`src/accum_warp_looper_cfg.svh`:
```
`ifndef ACCUM_WARP_LOOPER_CFG_SVH
`define ACCUM_WARP_LOOPER_CFG_SVH

// ==============================
// Datapath sizes
// ==============================

// Width of one accumulation offset, boundary or stride
`define WBW 16

// Global address width, all address math wraps at this width
`define ABW 32

// ==============================
// Warp shape
// ==============================

// Number of accumulation dimensions, dimension 0 runs innermost
`define VDIM 2

// Lanes per warp, one address per lane in every vector
`define VSIZE 4

`endif

```
`src/accum_warp_looper_pkg.sv`:
```
`default_nettype none

`include "accum_warp_looper_cfg.svh"

package accum_warp_looper_pkg;

	// ==============================
	// Controller state
	// ==============================
	typedef enum logic [1:0] {
		IDLE  = 2'd0,
		RUN   = 2'd1,
		DRAIN = 2'd2
	} looper_state_e;

	// ==============================
	// Command and stage payloads
	// ==============================

	// One command, held on the input channel until acknowledged
	typedef struct packed {
		logic [`WBW-1:0]            b_ofs;
		logic [`WBW-1:0]            b_bound;
		logic [`VDIM-1:0][`WBW-1:0] a_beg;
		// Exclusive end per dimension
		logic [`VDIM-1:0][`WBW-1:0] a_end;
		logic [`VDIM-1:0][`WBW-1:0] a_stride;
		logic [`ABW-1:0]            base;
		logic [`WBW-1:0]            lane_step;
	} looper_cmd_t;

	// Counter to memory offset stage
	typedef struct packed {
		logic [`VDIM-1:0][`WBW-1:0] ofs;
		logic                       islast;
	} aofs_t;

	// Memory offset stage to vector stage
	typedef struct packed {
		logic [`ABW-1:0] addr;
		logic            islast;
	} mofs_t;

	// One output vector of lane addresses
	typedef struct packed {
		logic [`VSIZE-1:0][`ABW-1:0] addr;
		logic [`VSIZE-1:0]           valid;
		logic                        retire;
	} addr_vec_t;

	// Range is empty when any dimension has end at or below begin
	function automatic logic range_empty(input looper_cmd_t cmd);
		logic empty;
		empty = 1'b0;
		for (int d = 0; d < `VDIM; d++) begin
			if (cmd.a_end[d] <= cmd.a_beg[d])
				empty = 1'b1;
		end
		return empty;
	endfunction

endpackage

`default_nettype wire

```
`src/accum_offset_counter.sv`:
```
`timescale 1ns/1ps
`default_nettype none

`include "accum_warp_looper_cfg.svh"

module accum_offset_counter
	import accum_warp_looper_pkg::*;
(
	input  wire                        i_clk,
	input  wire                        i_rst_n,
	input  logic                       i_start,
	input  logic [`VDIM-1:0][`WBW-1:0] i_a_beg,
	input  logic [`VDIM-1:0][`WBW-1:0] i_a_end,
	output logic                       o_done,
	// Offset channel
	output logic                       o_aofs_rdy,
	output aofs_t                      o_aofs,
	input  logic                       i_aofs_ack
);

	logic [`VDIM-1:0][`WBW-1:0] ofs;
	logic [`VDIM-1:0][`WBW-1:0] ofs_nxt;
	logic [`VDIM-1:0]           at_end;
	logic                       carry;
	logic                       xfer;

	// Last point of each dimension, one bit wider so end at the top value works
	always_comb begin
		for (int d = 0; d < `VDIM; d++) begin
			at_end[d] = ({1'b0, ofs[d]} + 1'b1) >= {1'b0, i_a_end[d]};
		end
	end

	// Odometer step, dimension 0 innermost
	always_comb begin
		carry = 1'b1;
		ofs_nxt = ofs;
		for (int d = 0; d < `VDIM; d++) begin
			if (carry) begin
				if (at_end[d]) begin
					ofs_nxt[d] = i_a_beg[d];
				end else begin
					ofs_nxt[d] = ofs[d] + 1'b1;
					carry = 1'b0;
				end
			end
		end
	end

	assign xfer = o_aofs_rdy && i_aofs_ack;
	assign o_aofs = '{ofs: ofs, islast: &at_end};
	assign o_done = xfer && o_aofs.islast;

	always_ff @(posedge i_clk or negedge i_rst_n) begin
		if (!i_rst_n) begin
			o_aofs_rdy <= 1'b0;
			ofs <= '0;
		end else if (i_start) begin
			o_aofs_rdy <= 1'b1;
			ofs <= i_a_beg;
		end else if (xfer) begin
			if (o_aofs.islast)
				o_aofs_rdy <= 1'b0;
			else
				ofs <= ofs_nxt;
		end
	end

	// Offered offsets never leave the commanded range
	for (genvar d = 0; d < `VDIM; d++) begin : g_range_chk
		a_ofs_in_range: assert property (
			@(posedge i_clk) disable iff (!i_rst_n)
			o_aofs_rdy |-> (ofs[d] >= i_a_beg[d]) && (ofs[d] < i_a_end[d])
		);
	end

endmodule

`default_nettype wire

```
`src/accum_warp_looper.sv`:
```
`timescale 1ns/1ps
`default_nettype none

module accum_warp_looper
	import accum_warp_looper_pkg::*;
(
	input  wire         i_clk,
	input  wire         i_rst_n,
	// Command channel
	input  logic        i_cmd_rdy,
	input  looper_cmd_t i_cmd,
	output logic        o_cmd_ack,
	// Address vector channel
	output logic        o_av_rdy,
	output addr_vec_t   o_av,
	input  logic        i_av_ack
);

	logic  cmd_empty;
	logic  cnt_start;
	logic  cnt_done;
	logic  retire_xfer;
	logic  aofs_rdy;
	logic  aofs_ack;
	aofs_t aofs;
	logic  mofs_rdy;
	logic  mofs_ack;
	mofs_t mofs;

	assign cmd_empty = range_empty(i_cmd);
	assign retire_xfer = o_av_rdy && i_av_ack && o_av.retire;

	// ==============================
	// Control and pipeline
	// ==============================
	looper_ctrl u_ctrl (
		.i_clk         (i_clk),
		.i_rst_n       (i_rst_n),
		.i_cmd_rdy     (i_cmd_rdy),
		.i_cmd_empty   (cmd_empty),
		.o_cmd_ack     (o_cmd_ack),
		.o_cnt_start   (cnt_start),
		.i_cnt_done    (cnt_done),
		.i_retire_xfer (retire_xfer)
	);

	accum_offset_counter u_cnt (
		.i_clk      (i_clk),
		.i_rst_n    (i_rst_n),
		.i_start    (cnt_start),
		.i_a_beg    (i_cmd.a_beg),
		.i_a_end    (i_cmd.a_end),
		.o_done     (cnt_done),
		.o_aofs_rdy (aofs_rdy),
		.o_aofs     (aofs),
		.i_aofs_ack (aofs_ack)
	);

	mem_ofs_stage u_mofs (
		.i_clk      (i_clk),
		.i_rst_n    (i_rst_n),
		.i_aofs_rdy (aofs_rdy),
		.o_aofs_ack (aofs_ack),
		.i_aofs     (aofs),
		.i_base     (i_cmd.base),
		.i_a_stride (i_cmd.a_stride),
		.o_mofs_rdy (mofs_rdy),
		.i_mofs_ack (mofs_ack),
		.o_mofs     (mofs)
	);

	vector_addr_stage u_vec (
		.i_clk       (i_clk),
		.i_rst_n     (i_rst_n),
		.i_mofs_rdy  (mofs_rdy),
		.o_mofs_ack  (mofs_ack),
		.i_mofs      (mofs),
		.i_b_ofs     (i_cmd.b_ofs),
		.i_b_bound   (i_cmd.b_bound),
		.i_lane_step (i_cmd.lane_step),
		.o_av_rdy    (o_av_rdy),
		.i_av_ack    (i_av_ack),
		.o_av        (o_av)
	);

endmodule

`default_nettype wire

```
`src/looper_ctrl.sv`:
```
`timescale 1ns/1ps
`default_nettype none

module looper_ctrl
	import accum_warp_looper_pkg::*;
(
	input  wire  i_clk,
	input  wire  i_rst_n,
	// Command channel
	input  logic i_cmd_rdy,
	input  logic i_cmd_empty,
	output logic o_cmd_ack,
	// Offset counter
	output logic o_cnt_start,
	input  logic i_cnt_done,
	// Retire vector accepted downstream
	input  logic i_retire_xfer
);

	looper_state_e state;
	looper_state_e state_nxt;

	// ==============================
	// Outputs
	// ==============================

	// One start per command, only when there is something to walk
	assign o_cnt_start = (state == IDLE) && i_cmd_rdy && !i_cmd_empty;

	// Empty range acks right away, otherwise wait for the retire vector
	assign o_cmd_ack = (state == DRAIN) && (i_cmd_empty || i_retire_xfer);

	// ==============================
	// Next state
	// ==============================
	always_comb begin
		state_nxt = state;
		case (state)
			IDLE: begin
				if (i_cmd_rdy)
					state_nxt = i_cmd_empty ? DRAIN : RUN;
			end
			RUN: begin
				// Last offset handed to the pipeline
				if (i_cnt_done)
					state_nxt = DRAIN;
			end
			DRAIN: begin
				if (o_cmd_ack)
					state_nxt = IDLE;
			end
			default: state_nxt = IDLE;
		endcase
	end

	always_ff @(posedge i_clk or negedge i_rst_n) begin
		if (!i_rst_n) begin
			state <= IDLE;
		end else begin
			state <= state_nxt;
		end
	end

	// Ack only ever answers a pending command
	a_ack_needs_rdy: assert property (
		@(posedge i_clk) disable iff (!i_rst_n)
		o_cmd_ack |-> i_cmd_rdy
	);

endmodule

`default_nettype wire

```
`src/mem_ofs_stage.sv`:
```
`timescale 1ns/1ps
`default_nettype none

`include "accum_warp_looper_cfg.svh"

module mem_ofs_stage
	import accum_warp_looper_pkg::*;
(
	input  wire                        i_clk,
	input  wire                        i_rst_n,
	// Offsets from the counter
	input  logic                       i_aofs_rdy,
	output logic                       o_aofs_ack,
	input  aofs_t                      i_aofs,
	// Command fields
	input  logic [`ABW-1:0]            i_base,
	input  logic [`VDIM-1:0][`WBW-1:0] i_a_stride,
	// Linear address to the vector stage
	output logic                       o_mofs_rdy,
	input  logic                       i_mofs_ack,
	output mofs_t                      o_mofs
);

	logic [`ABW-1:0] lin;
	logic [`ABW-1:0] ofs_ext;
	logic [`ABW-1:0] stride_ext;
	logic            load;

	// ==============================
	// Linear address
	// ==============================

	// base + sum(ofs * stride), wraps at ABW bits
	always_comb begin
		lin = i_base;
		ofs_ext = '0;
		stride_ext = '0;
		for (int d = 0; d < `VDIM; d++) begin
			ofs_ext = {{(`ABW - `WBW){1'b0}}, i_aofs.ofs[d]};
			stride_ext = {{(`ABW - `WBW){1'b0}}, i_a_stride[d]};
			lin = lin + ofs_ext * stride_ext;
		end
	end

	// ==============================
	// Holding register
	// ==============================

	// Take a new item when empty or when the held one leaves this cycle
	assign o_aofs_ack = !o_mofs_rdy || i_mofs_ack;
	assign load = i_aofs_rdy && o_aofs_ack;

	always_ff @(posedge i_clk or negedge i_rst_n) begin
		if (!i_rst_n) begin
			o_mofs_rdy <= 1'b0;
		end else if (load) begin
			o_mofs_rdy <= 1'b1;
		end else if (i_mofs_ack) begin
			o_mofs_rdy <= 1'b0;
		end
	end

	always_ff @(posedge i_clk) begin
		if (load)
			o_mofs <= '{addr: lin, islast: i_aofs.islast};
	end

	// Stalled output keeps its item untouched
	a_mofs_hold: assert property (
		@(posedge i_clk) disable iff (!i_rst_n)
		o_mofs_rdy && !i_mofs_ack |=> o_mofs_rdy && $stable(o_mofs)
	);

endmodule

`default_nettype wire

```
`src/vector_addr_stage.sv`:
```
`timescale 1ns/1ps
`default_nettype none

`include "accum_warp_looper_cfg.svh"

module vector_addr_stage
	import accum_warp_looper_pkg::*;
(
	input  wire             i_clk,
	input  wire             i_rst_n,
	// Linear address from the memory offset stage
	input  logic            i_mofs_rdy,
	output logic            o_mofs_ack,
	input  mofs_t           i_mofs,
	// Command fields for the lane expansion
	input  logic [`WBW-1:0] i_b_ofs,
	input  logic [`WBW-1:0] i_b_bound,
	input  logic [`WBW-1:0] i_lane_step,
	// Address vector out
	output logic            o_av_rdy,
	input  logic            i_av_ack,
	output addr_vec_t       o_av
);

	logic [`VSIZE-1:0][`ABW-1:0] lane_addr;
	logic [`VSIZE-1:0]           lane_valid;
	logic [`ABW-1:0]             addr_acc;
	logic [`ABW-1:0]             step_ext;
	logic [`WBW:0]               lane_pos;
	logic                        load;

	// ==============================
	// Lane expansion
	// ==============================

	// Lane k sits at addr + k*lane_step, valid while b_ofs + k < b_bound
	always_comb begin
		step_ext = {{(`ABW - `WBW){1'b0}}, i_lane_step};
		addr_acc = i_mofs.addr;
		lane_pos = {1'b0, i_b_ofs};
		for (int k = 0; k < `VSIZE; k++) begin
			lane_addr[k] = addr_acc;
			lane_valid[k] = lane_pos < {1'b0, i_b_bound};
			addr_acc = addr_acc + step_ext;
			// Extra bit keeps the compare honest near the top of the range
			lane_pos = lane_pos + 1'b1;
		end
	end

	// ==============================
	// Holding register
	// ==============================
	assign o_mofs_ack = !o_av_rdy || i_av_ack;
	assign load = i_mofs_rdy && o_mofs_ack;

	always_ff @(posedge i_clk or negedge i_rst_n) begin
		if (!i_rst_n) begin
			o_av_rdy <= 1'b0;
		end else if (load) begin
			o_av_rdy <= 1'b1;
		end else if (i_av_ack) begin
			o_av_rdy <= 1'b0;
		end
	end

	// Retire marks the final vector of the command
	always_ff @(posedge i_clk) begin
		if (load) begin
			o_av.addr <= lane_addr;
			o_av.valid <= lane_valid;
			o_av.retire <= i_mofs.islast;
		end
	end

	// Output stays offered until the consumer takes it
	a_av_rdy_hold: assert property (
		@(posedge i_clk) disable iff (!i_rst_n)
		o_av_rdy && !i_av_ack |=> o_av_rdy
	);

endmodule

`default_nettype wire
```
`config.mk`:
```
export PLATFORM = sky130hd
export DESIGN_NAME = accum_warp_looper
export DESIGN_NICKNAME = d
export VERILOG_FILES = /design/src/accum_warp_looper_pkg.sv /design/src/accum_offset_counter.sv /design/src/accum_warp_looper.sv /design/src/looper_ctrl.sv /design/src/mem_ofs_stage.sv /design/src/vector_addr_stage.sv
export VERILOG_INCLUDE_DIRS = /design/src
export SDC_FILE = /design/constraint.sdc
export NUM_CORES = 2
export LEC_CHECK = 0
export BUFFER_PORTS_ARGS = -buffer_cell sky130_fd_sc_hd__buf_2
export CAP_MARGIN = 25
export CELL_PAD_IN_SITES_DETAIL_PLACEMENT = 0
export CELL_PAD_IN_SITES_GLOBAL_PLACEMENT = 1
export CORE_MARGIN = 2
export CORE_UTILIZATION = 43
export CTS_CLUSTER_DIAMETER = 50
export DETAILED_ROUTE_END_ITERATION = 8
export PLACE_DENSITY = 0.79
export SYNTH_ARGS = -nofsm -noshare
export SYNTH_HDL_FRONTEND = slang
export SYNTH_SLANG_ARGS = --single-unit
```
`constraint.sdc`:
```
create_clock -name i_clk -period 9.3 [get_ports i_clk]
set_input_delay 2.325 -clock i_clk [delete_from_list [all_inputs] [get_ports i_clk]]
set_output_delay 2.325 -clock i_clk [all_outputs]
set_load 0.005 [all_outputs]
```
# Word level (Yosys, flattened, before mapping)
# Index checks and enable logic that the tools add are counted.
[totals]
regBits = 203
in_bits = 180
out_inout_bits = 135
word_cells = 88
[classes]
addsub = 12
n_mul = 2
order_cmp = 8
eq_ne = 6
n_mux = 21
n_reduce_logical = 25
[ops]
columns = ["cell", "count"]
rows = [
  ["$add 32x16->32", 3],
  ["$mux 32", 3],
  ["$add 32x32->32", 2],
  ["$mul 16x16->32", 2],
  ["$add 16x1->17 const B", 3],
  ["$lt 17x16->1", 3],
  ["$mux 16", 3],
  ["$add 17x1->17 const B", 2],
  ["$ge 17x16->1", 2],
  ["$add 16x1->16 const B", 2],
  ["$le 16x16->1", 2],
  ["$lt 16x16->1", 1],
  ["$mux 1", 10],
  ["$reduce_bool 2->1", 5],
  ["$logic_and 1x1->1", 8],
  ["$mux 2", 4],
  ["$ne 2x2->1 const B", 4],
  ["$pmux 2 s3", 1],
  ["$reduce_and 2->1", 3],
  ["$reduce_and 3->1", 2],
  ["$logic_not 1->1", 3],
  ["$logic_or 1x1->1", 3],
  ["$eq 2x1->1 const B", 1],
  ["$eq 2x2->1 const B", 1],
  ["$logic_not 2->1", 1],
]

# Longest topological paths before layout
[logic_depth]
ltp_word = 7
ltp_mapped = 31
mapped_depth_nobuf = 29

# By module
# A second synthesis with hierarchy kept.
[unflattened]
cells_unflattened = 3469
area_unflattened_um2 = 32979.1
[by_module_without_submodules]
columns = ["mod", "instances", "cells_each", "area_each_um2", "seq_area_each_um2"]
rows = [
  ["mem_ofs_stage", 1, 2056, 19173.4, 1016.0],
  ["vector_addr_stage", 1, 878, 9560.4, 3988.8],
  ["accum_offset_counter", 1, 411, 3305.7, 825.8],
  ["accum_warp_looper", 1, 112, 818.3, 0.0],
  ["looper_ctrl", 1, 12, 121.4, 50.0],
]

# Worst setup path before layout
# No wires, ideal clock.
[synth_path]
path_kind = "input to register"
start = "in i_cmd[66] (netlist name)"
end = "reg u_mofs.o_mofs[31] (netlist name), data pin"
setup_time_ps = 265
arrival_ps = 9016
required_time_ps = 9035
path_slack_ps = 19
stages = 29
path_buffers = 1
cell_sequence = "clkbuf_1 > and2_1 > fa_1 > inv_1 > fa_1 > inv_1 > fa_1 > inv_1 > fa_1 > inv_1 > fa_1 > fa_1 > fa_1 > inv_1 > fa_1 > inv_1 > ha_1 > a21o_1 > a21oi_1 > o21ai_0 > a21o_1 > a21o_1 > a21oi_1 > o21ai_0 > a21oi_1 > a31oi_1 > nor2_1 > o21ai_0 > xor2_1"
[synth_between]
elab_chain_len = 2
[synth_lines]
columns = ["element", "line", "source"]
rows = [
  ["start: declaration", "accum_warp_looper.sv:11", "input looper_cmd_t i_cmd,"],
  ["$mul 16x16->32", "mem_ofs_stage.sv:41", "lin = lin + ofs_ext * stride_ext;"],
  ["$add 32x32->32", "mem_ofs_stage.sv:41", ""],
  ["named net u_mofs.lin[30]", "mem_ofs_stage.sv:24", "logic [`ABW-1:0] lin;"],
  ["end signal: assignment", "mem_ofs_stage.sv:65", "o_mofs <= '{addr: lin, islast: i_aofs.islast};"],
  ["end: declaration", "mem_ofs_stage.sv:21", "output mofs_t o_mofs"],
]
# The timed path passes the listed nets, and every way through them passes these cells.
# A chain may end at the register's enable or synchronous reset.

# Final worst setup path
[layout_path]
start = "in i_cmd[66] (netlist name)"
end = "reg u_mofs.o_mofs[32] (netlist name), data pin"
# Same word-level chain as after synthesis.

==> run_results.csv <==
group,metric,value,unit
critical_path,required,9.60,ns
synth,yosys_warnings,0,
clocking,holdBufCountCts,0,
floorplan,ioPinCount,315,
drt,routedWlPerCell,18.13,um
synth,synth_cell_types,76,
drt,routed_wl,86.37,mm
synth,synth_edf_count,165,
drt,first_pass_iters,5,
critical_path,end_kind,"flip-flop",
global_route,grt_pass1_vias,25340,
critical_path,crit_path_end,"u_mofs.o_mofs[32]",
timing,whs,0.4444,ns
clocking,htreeDepth,1,
run_status,status,"completed",
global_route,grt_max_degree,85,
synth,netlist_instances,3440,
place,gp_congestion,0.9460,
global_route,antenna_found_initial,7,
synth,synthFlopType,"edfxtp_1",
place,place_ws,-0.3720,ns
synth,synth_seq_area_share,0.1808,
critical_path,worstPathMaxFanout,6,
floorplan,floorplan.initialDensity,0.4354,
critical_path,critPathKind,"primary input to flip-flop",
global_route,grt-ovfl-total,0,
floorplan,die-height,279.0,um
critical_path,worst-r2r-setup-slack,1.46,ns
floorplan,coreArea,74700,um^2
worst_hold_path,hp-class,"flip-flop to flip-flop",
critical_path,cp-startpoint,"i_cmd[66]",
critical_path,start_kind,"primary input",
place,hpwl,73.35,mm
critical_path,reg2regPathDepth,27,
final_layout,finalNetCount,4789,
timing,setup_violations,0,
critical_path,rr_endpoint,"u_mofs.o_mofs[32]",
clocking,cts_tree,"built",
critical_path,path_common_cell,"fa_1",
critical_path,cpPeakStageDelay,0.53,ns
synth,ys_seq_elements,202,
timing,postLayoutSetupSlackWorst,0.4208,ns
clocking,cts.path.max_buffers,3,
timing,grt_setup_unrepaired,"no",
final_layout,synthToLayoutAreaGrowth,12.75,%
drt,avgViaCountPerCell,5.036,
global_route,track_usage,0.2273,
critical_path,crit_slowest_cell,"fa_1",
drt,drt_iter0_markers,1449,
timing,finalClockSkew,0.01689,ns
global_route,grt_pass1_wl,138.4,mm
timing,min_period,8.879,ns
timing,finalHoldViolCount,0,
final_layout,final_util,0.4909,
critical_path,timing.rr.start,"u_cnt.o_aofs[29]",
synth,syn_area,32520,um^2
clocking,insertion_delay,0.58,ns
synth,synth.avg_cell_area,9.455,um^2
final_layout,drive_above_1_share,0.1316,
clocking,numCtsBuffers,29,
floorplan,die-area,77850,um^2
floorplan,die_x,279.0,um
synth,ys_async_sr_fraction,0.1832,
synth,mappedNetlistNets,4459,
timing,fmax,112.6,MHz
timing,timing.final.crit_share,0.9548,
run,maxCapViolCount,0,
timing,tightest_slew,1.095,ns
clocking,root_buffer,"clkbuf_16",
floorplan,core.rowCount,100,
place,portBuffers,314,
timing,slew_viol_final,0,
timing,relSlewSlack,0.2697,
clocking,clk_pin_slew,0.06,ns
drt,ant_nets,0,
final_layout,layout_commonest_cell,"inv_1",
drt,vias,24000,
clocking,cts_sinks,202,
drt,drcViolationCount,0,
critical_path,worstPathArrival,9.17,ns
final_layout,mostFrequentLayoutCells,"inv_1 (741), fa_1 (479), ha_1 (360)",
[state kept, by name (all words and copies together), names as in the netlist]
register / count
u_vec.o_av_rdy: 1
u_mofs.o_mofs: 33
u_ctrl.state: 2
u_mofs.o_mofs_rdy: 1
u_cnt.o_aofs: 32
u_cnt.o_aofs_rdy: 1
u_vec.o_av: 132
[logic make-up (layout without fill, tap and decap cells)]
kind of cell | count (synthesis) | in the layout | synth area share
AND/OR/NAND/NOR | 935 | 935 | 0.1471
buffers and inverters | 861 | 1214 | 0.09991
adder cells (fa/ha/maj) | 839 | 839 | 0.4333
AO/OA/AOI/OAI | 395 | 395 | 0.08152
flip-flops | 202 | 202 | 0.1808
XOR/XNOR | 192 | 192 | 0.05240
multiplexers | 16 | 16 | 0.004924
other | 0 | 3 | 0
[critical path, delay by kind of cell]
kind                     cells  cell delay [ns]
adder cells (fa/ha/maj)      9             4.24
AO/OA/AOI/OAI               10             1.76
buffers and inverters        7             0.44
AND/OR/NAND/NOR              2             0.31
XOR/XNOR                     1             0.08
[how the worst min path moves through the flow]
stage	startpoint	end	slack [ns]	depth (start not counted)
after floorplan	u_mofs.o_mofs[0]	u_vec.o_av[0]	0.40	0
after global placement	u_mofs.o_mofs[0]	u_vec.o_av[0]	0.43	0
after detailed placement	u_mofs.o_mofs[0]	u_vec.o_av[0]	0.42	0
after CTS	u_mofs.o_mofs[0]	u_vec.o_av[0]	0.45	0
after global routing	u_mofs.o_mofs[0]	u_vec.o_av[0]	0.46	0
final	u_mofs.o_mofs[0]	u_vec.o_av[0]	0.44	0
[timing repair]
action,in CTS,in global routing
setup buffers,0,0
endpoints found under the setup margin,0,3
gates resized for setup,0,5
[cell usage after synthesis, types with 4 or more instances]
cell type / n / area [um^2]
a211oi_1: 20 / 150.1
a21boi_0: 4 / 30.03
a21o_1: 70 / 525.5
a21oi_1: 102 / 510.5
a22o_1: 5 / 43.79
a22oi_1: 6 / 45.04
a311oi_1: 4 / 35.03
a31oi_1: 11 / 68.82
and2_1: 281 / 1758
and3_1: 33 / 206.5
and4_1: 7 / 61.31
buf_2: 5 / 25.02
clkbuf_1: 110 / 412.9
dfrtp_1: 37 / 925.9
edfxtp_1: 165 / 4955
fa_1: 479 / 9589
ha_1: 360 / 4504
inv_1: 742 / 2785
mux2i_1: 16 / 160.2
nand2_1: 332 / 1246
nand2b_1: 10 / 62.56
nand3_1: 69 / 345.3
nand4_1: 32 / 200.2
nor2_1: 89 / 334.1
nor2b_1: 25 / 156.4
nor3_1: 20 / 100.1
nor4_1: 6 / 37.54
o2111ai_1: 5 / 43.79
o21a_1: 35 / 262.8
o21ai_0: 68 / 340.3
o21bai_1: 13 / 97.59
o221ai_1: 4 / 35.03
o22ai_1: 5 / 31.28
o31ai_1: 12 / 90.09
or3_1: 9 / 56.30
xnor2_1: 132 / 1156
xor2_1: 57 / 499.2
[area by class of cell]
class | count | area (um^2)
sequential | 202 | 5881
antenna | 3 | 7.507
timing repair buffer | 418 | 2385
fill | 7130 | 38030
tap | 969 | 1212
multi-input combinational | 2377 | 23420
clock inverter | 23 | 226.5
inverter | 742 | 2785
clock buffer | 31 | 754.5
[through the flow]
stage	setup TNS (ns)	std cells	cell area, um^2
floorplan	0	3440	32520
global placement	-1.170	4705	35610
detailed placement	-1.528	4705	35610
CTS	0	4759	36590
global route	0	4764	36670
finish	0	4765	36670
[metal layers]
metal / up-vias / track usage / share of wire
met5: - / 0 / 0.00039
met2: 637 / 0.3944 / 0.48
met1: 11720 / 0.3000 / 0.43
li1: 11520 / - / -
met3: 111 / 0.03698 / 0.060
met4: 6 / 0.04646 / 0.022
Power is left out: the tool's default activity adds up to more than one toggle a clock period on the data nets, which glitch-free logic cannot reach.
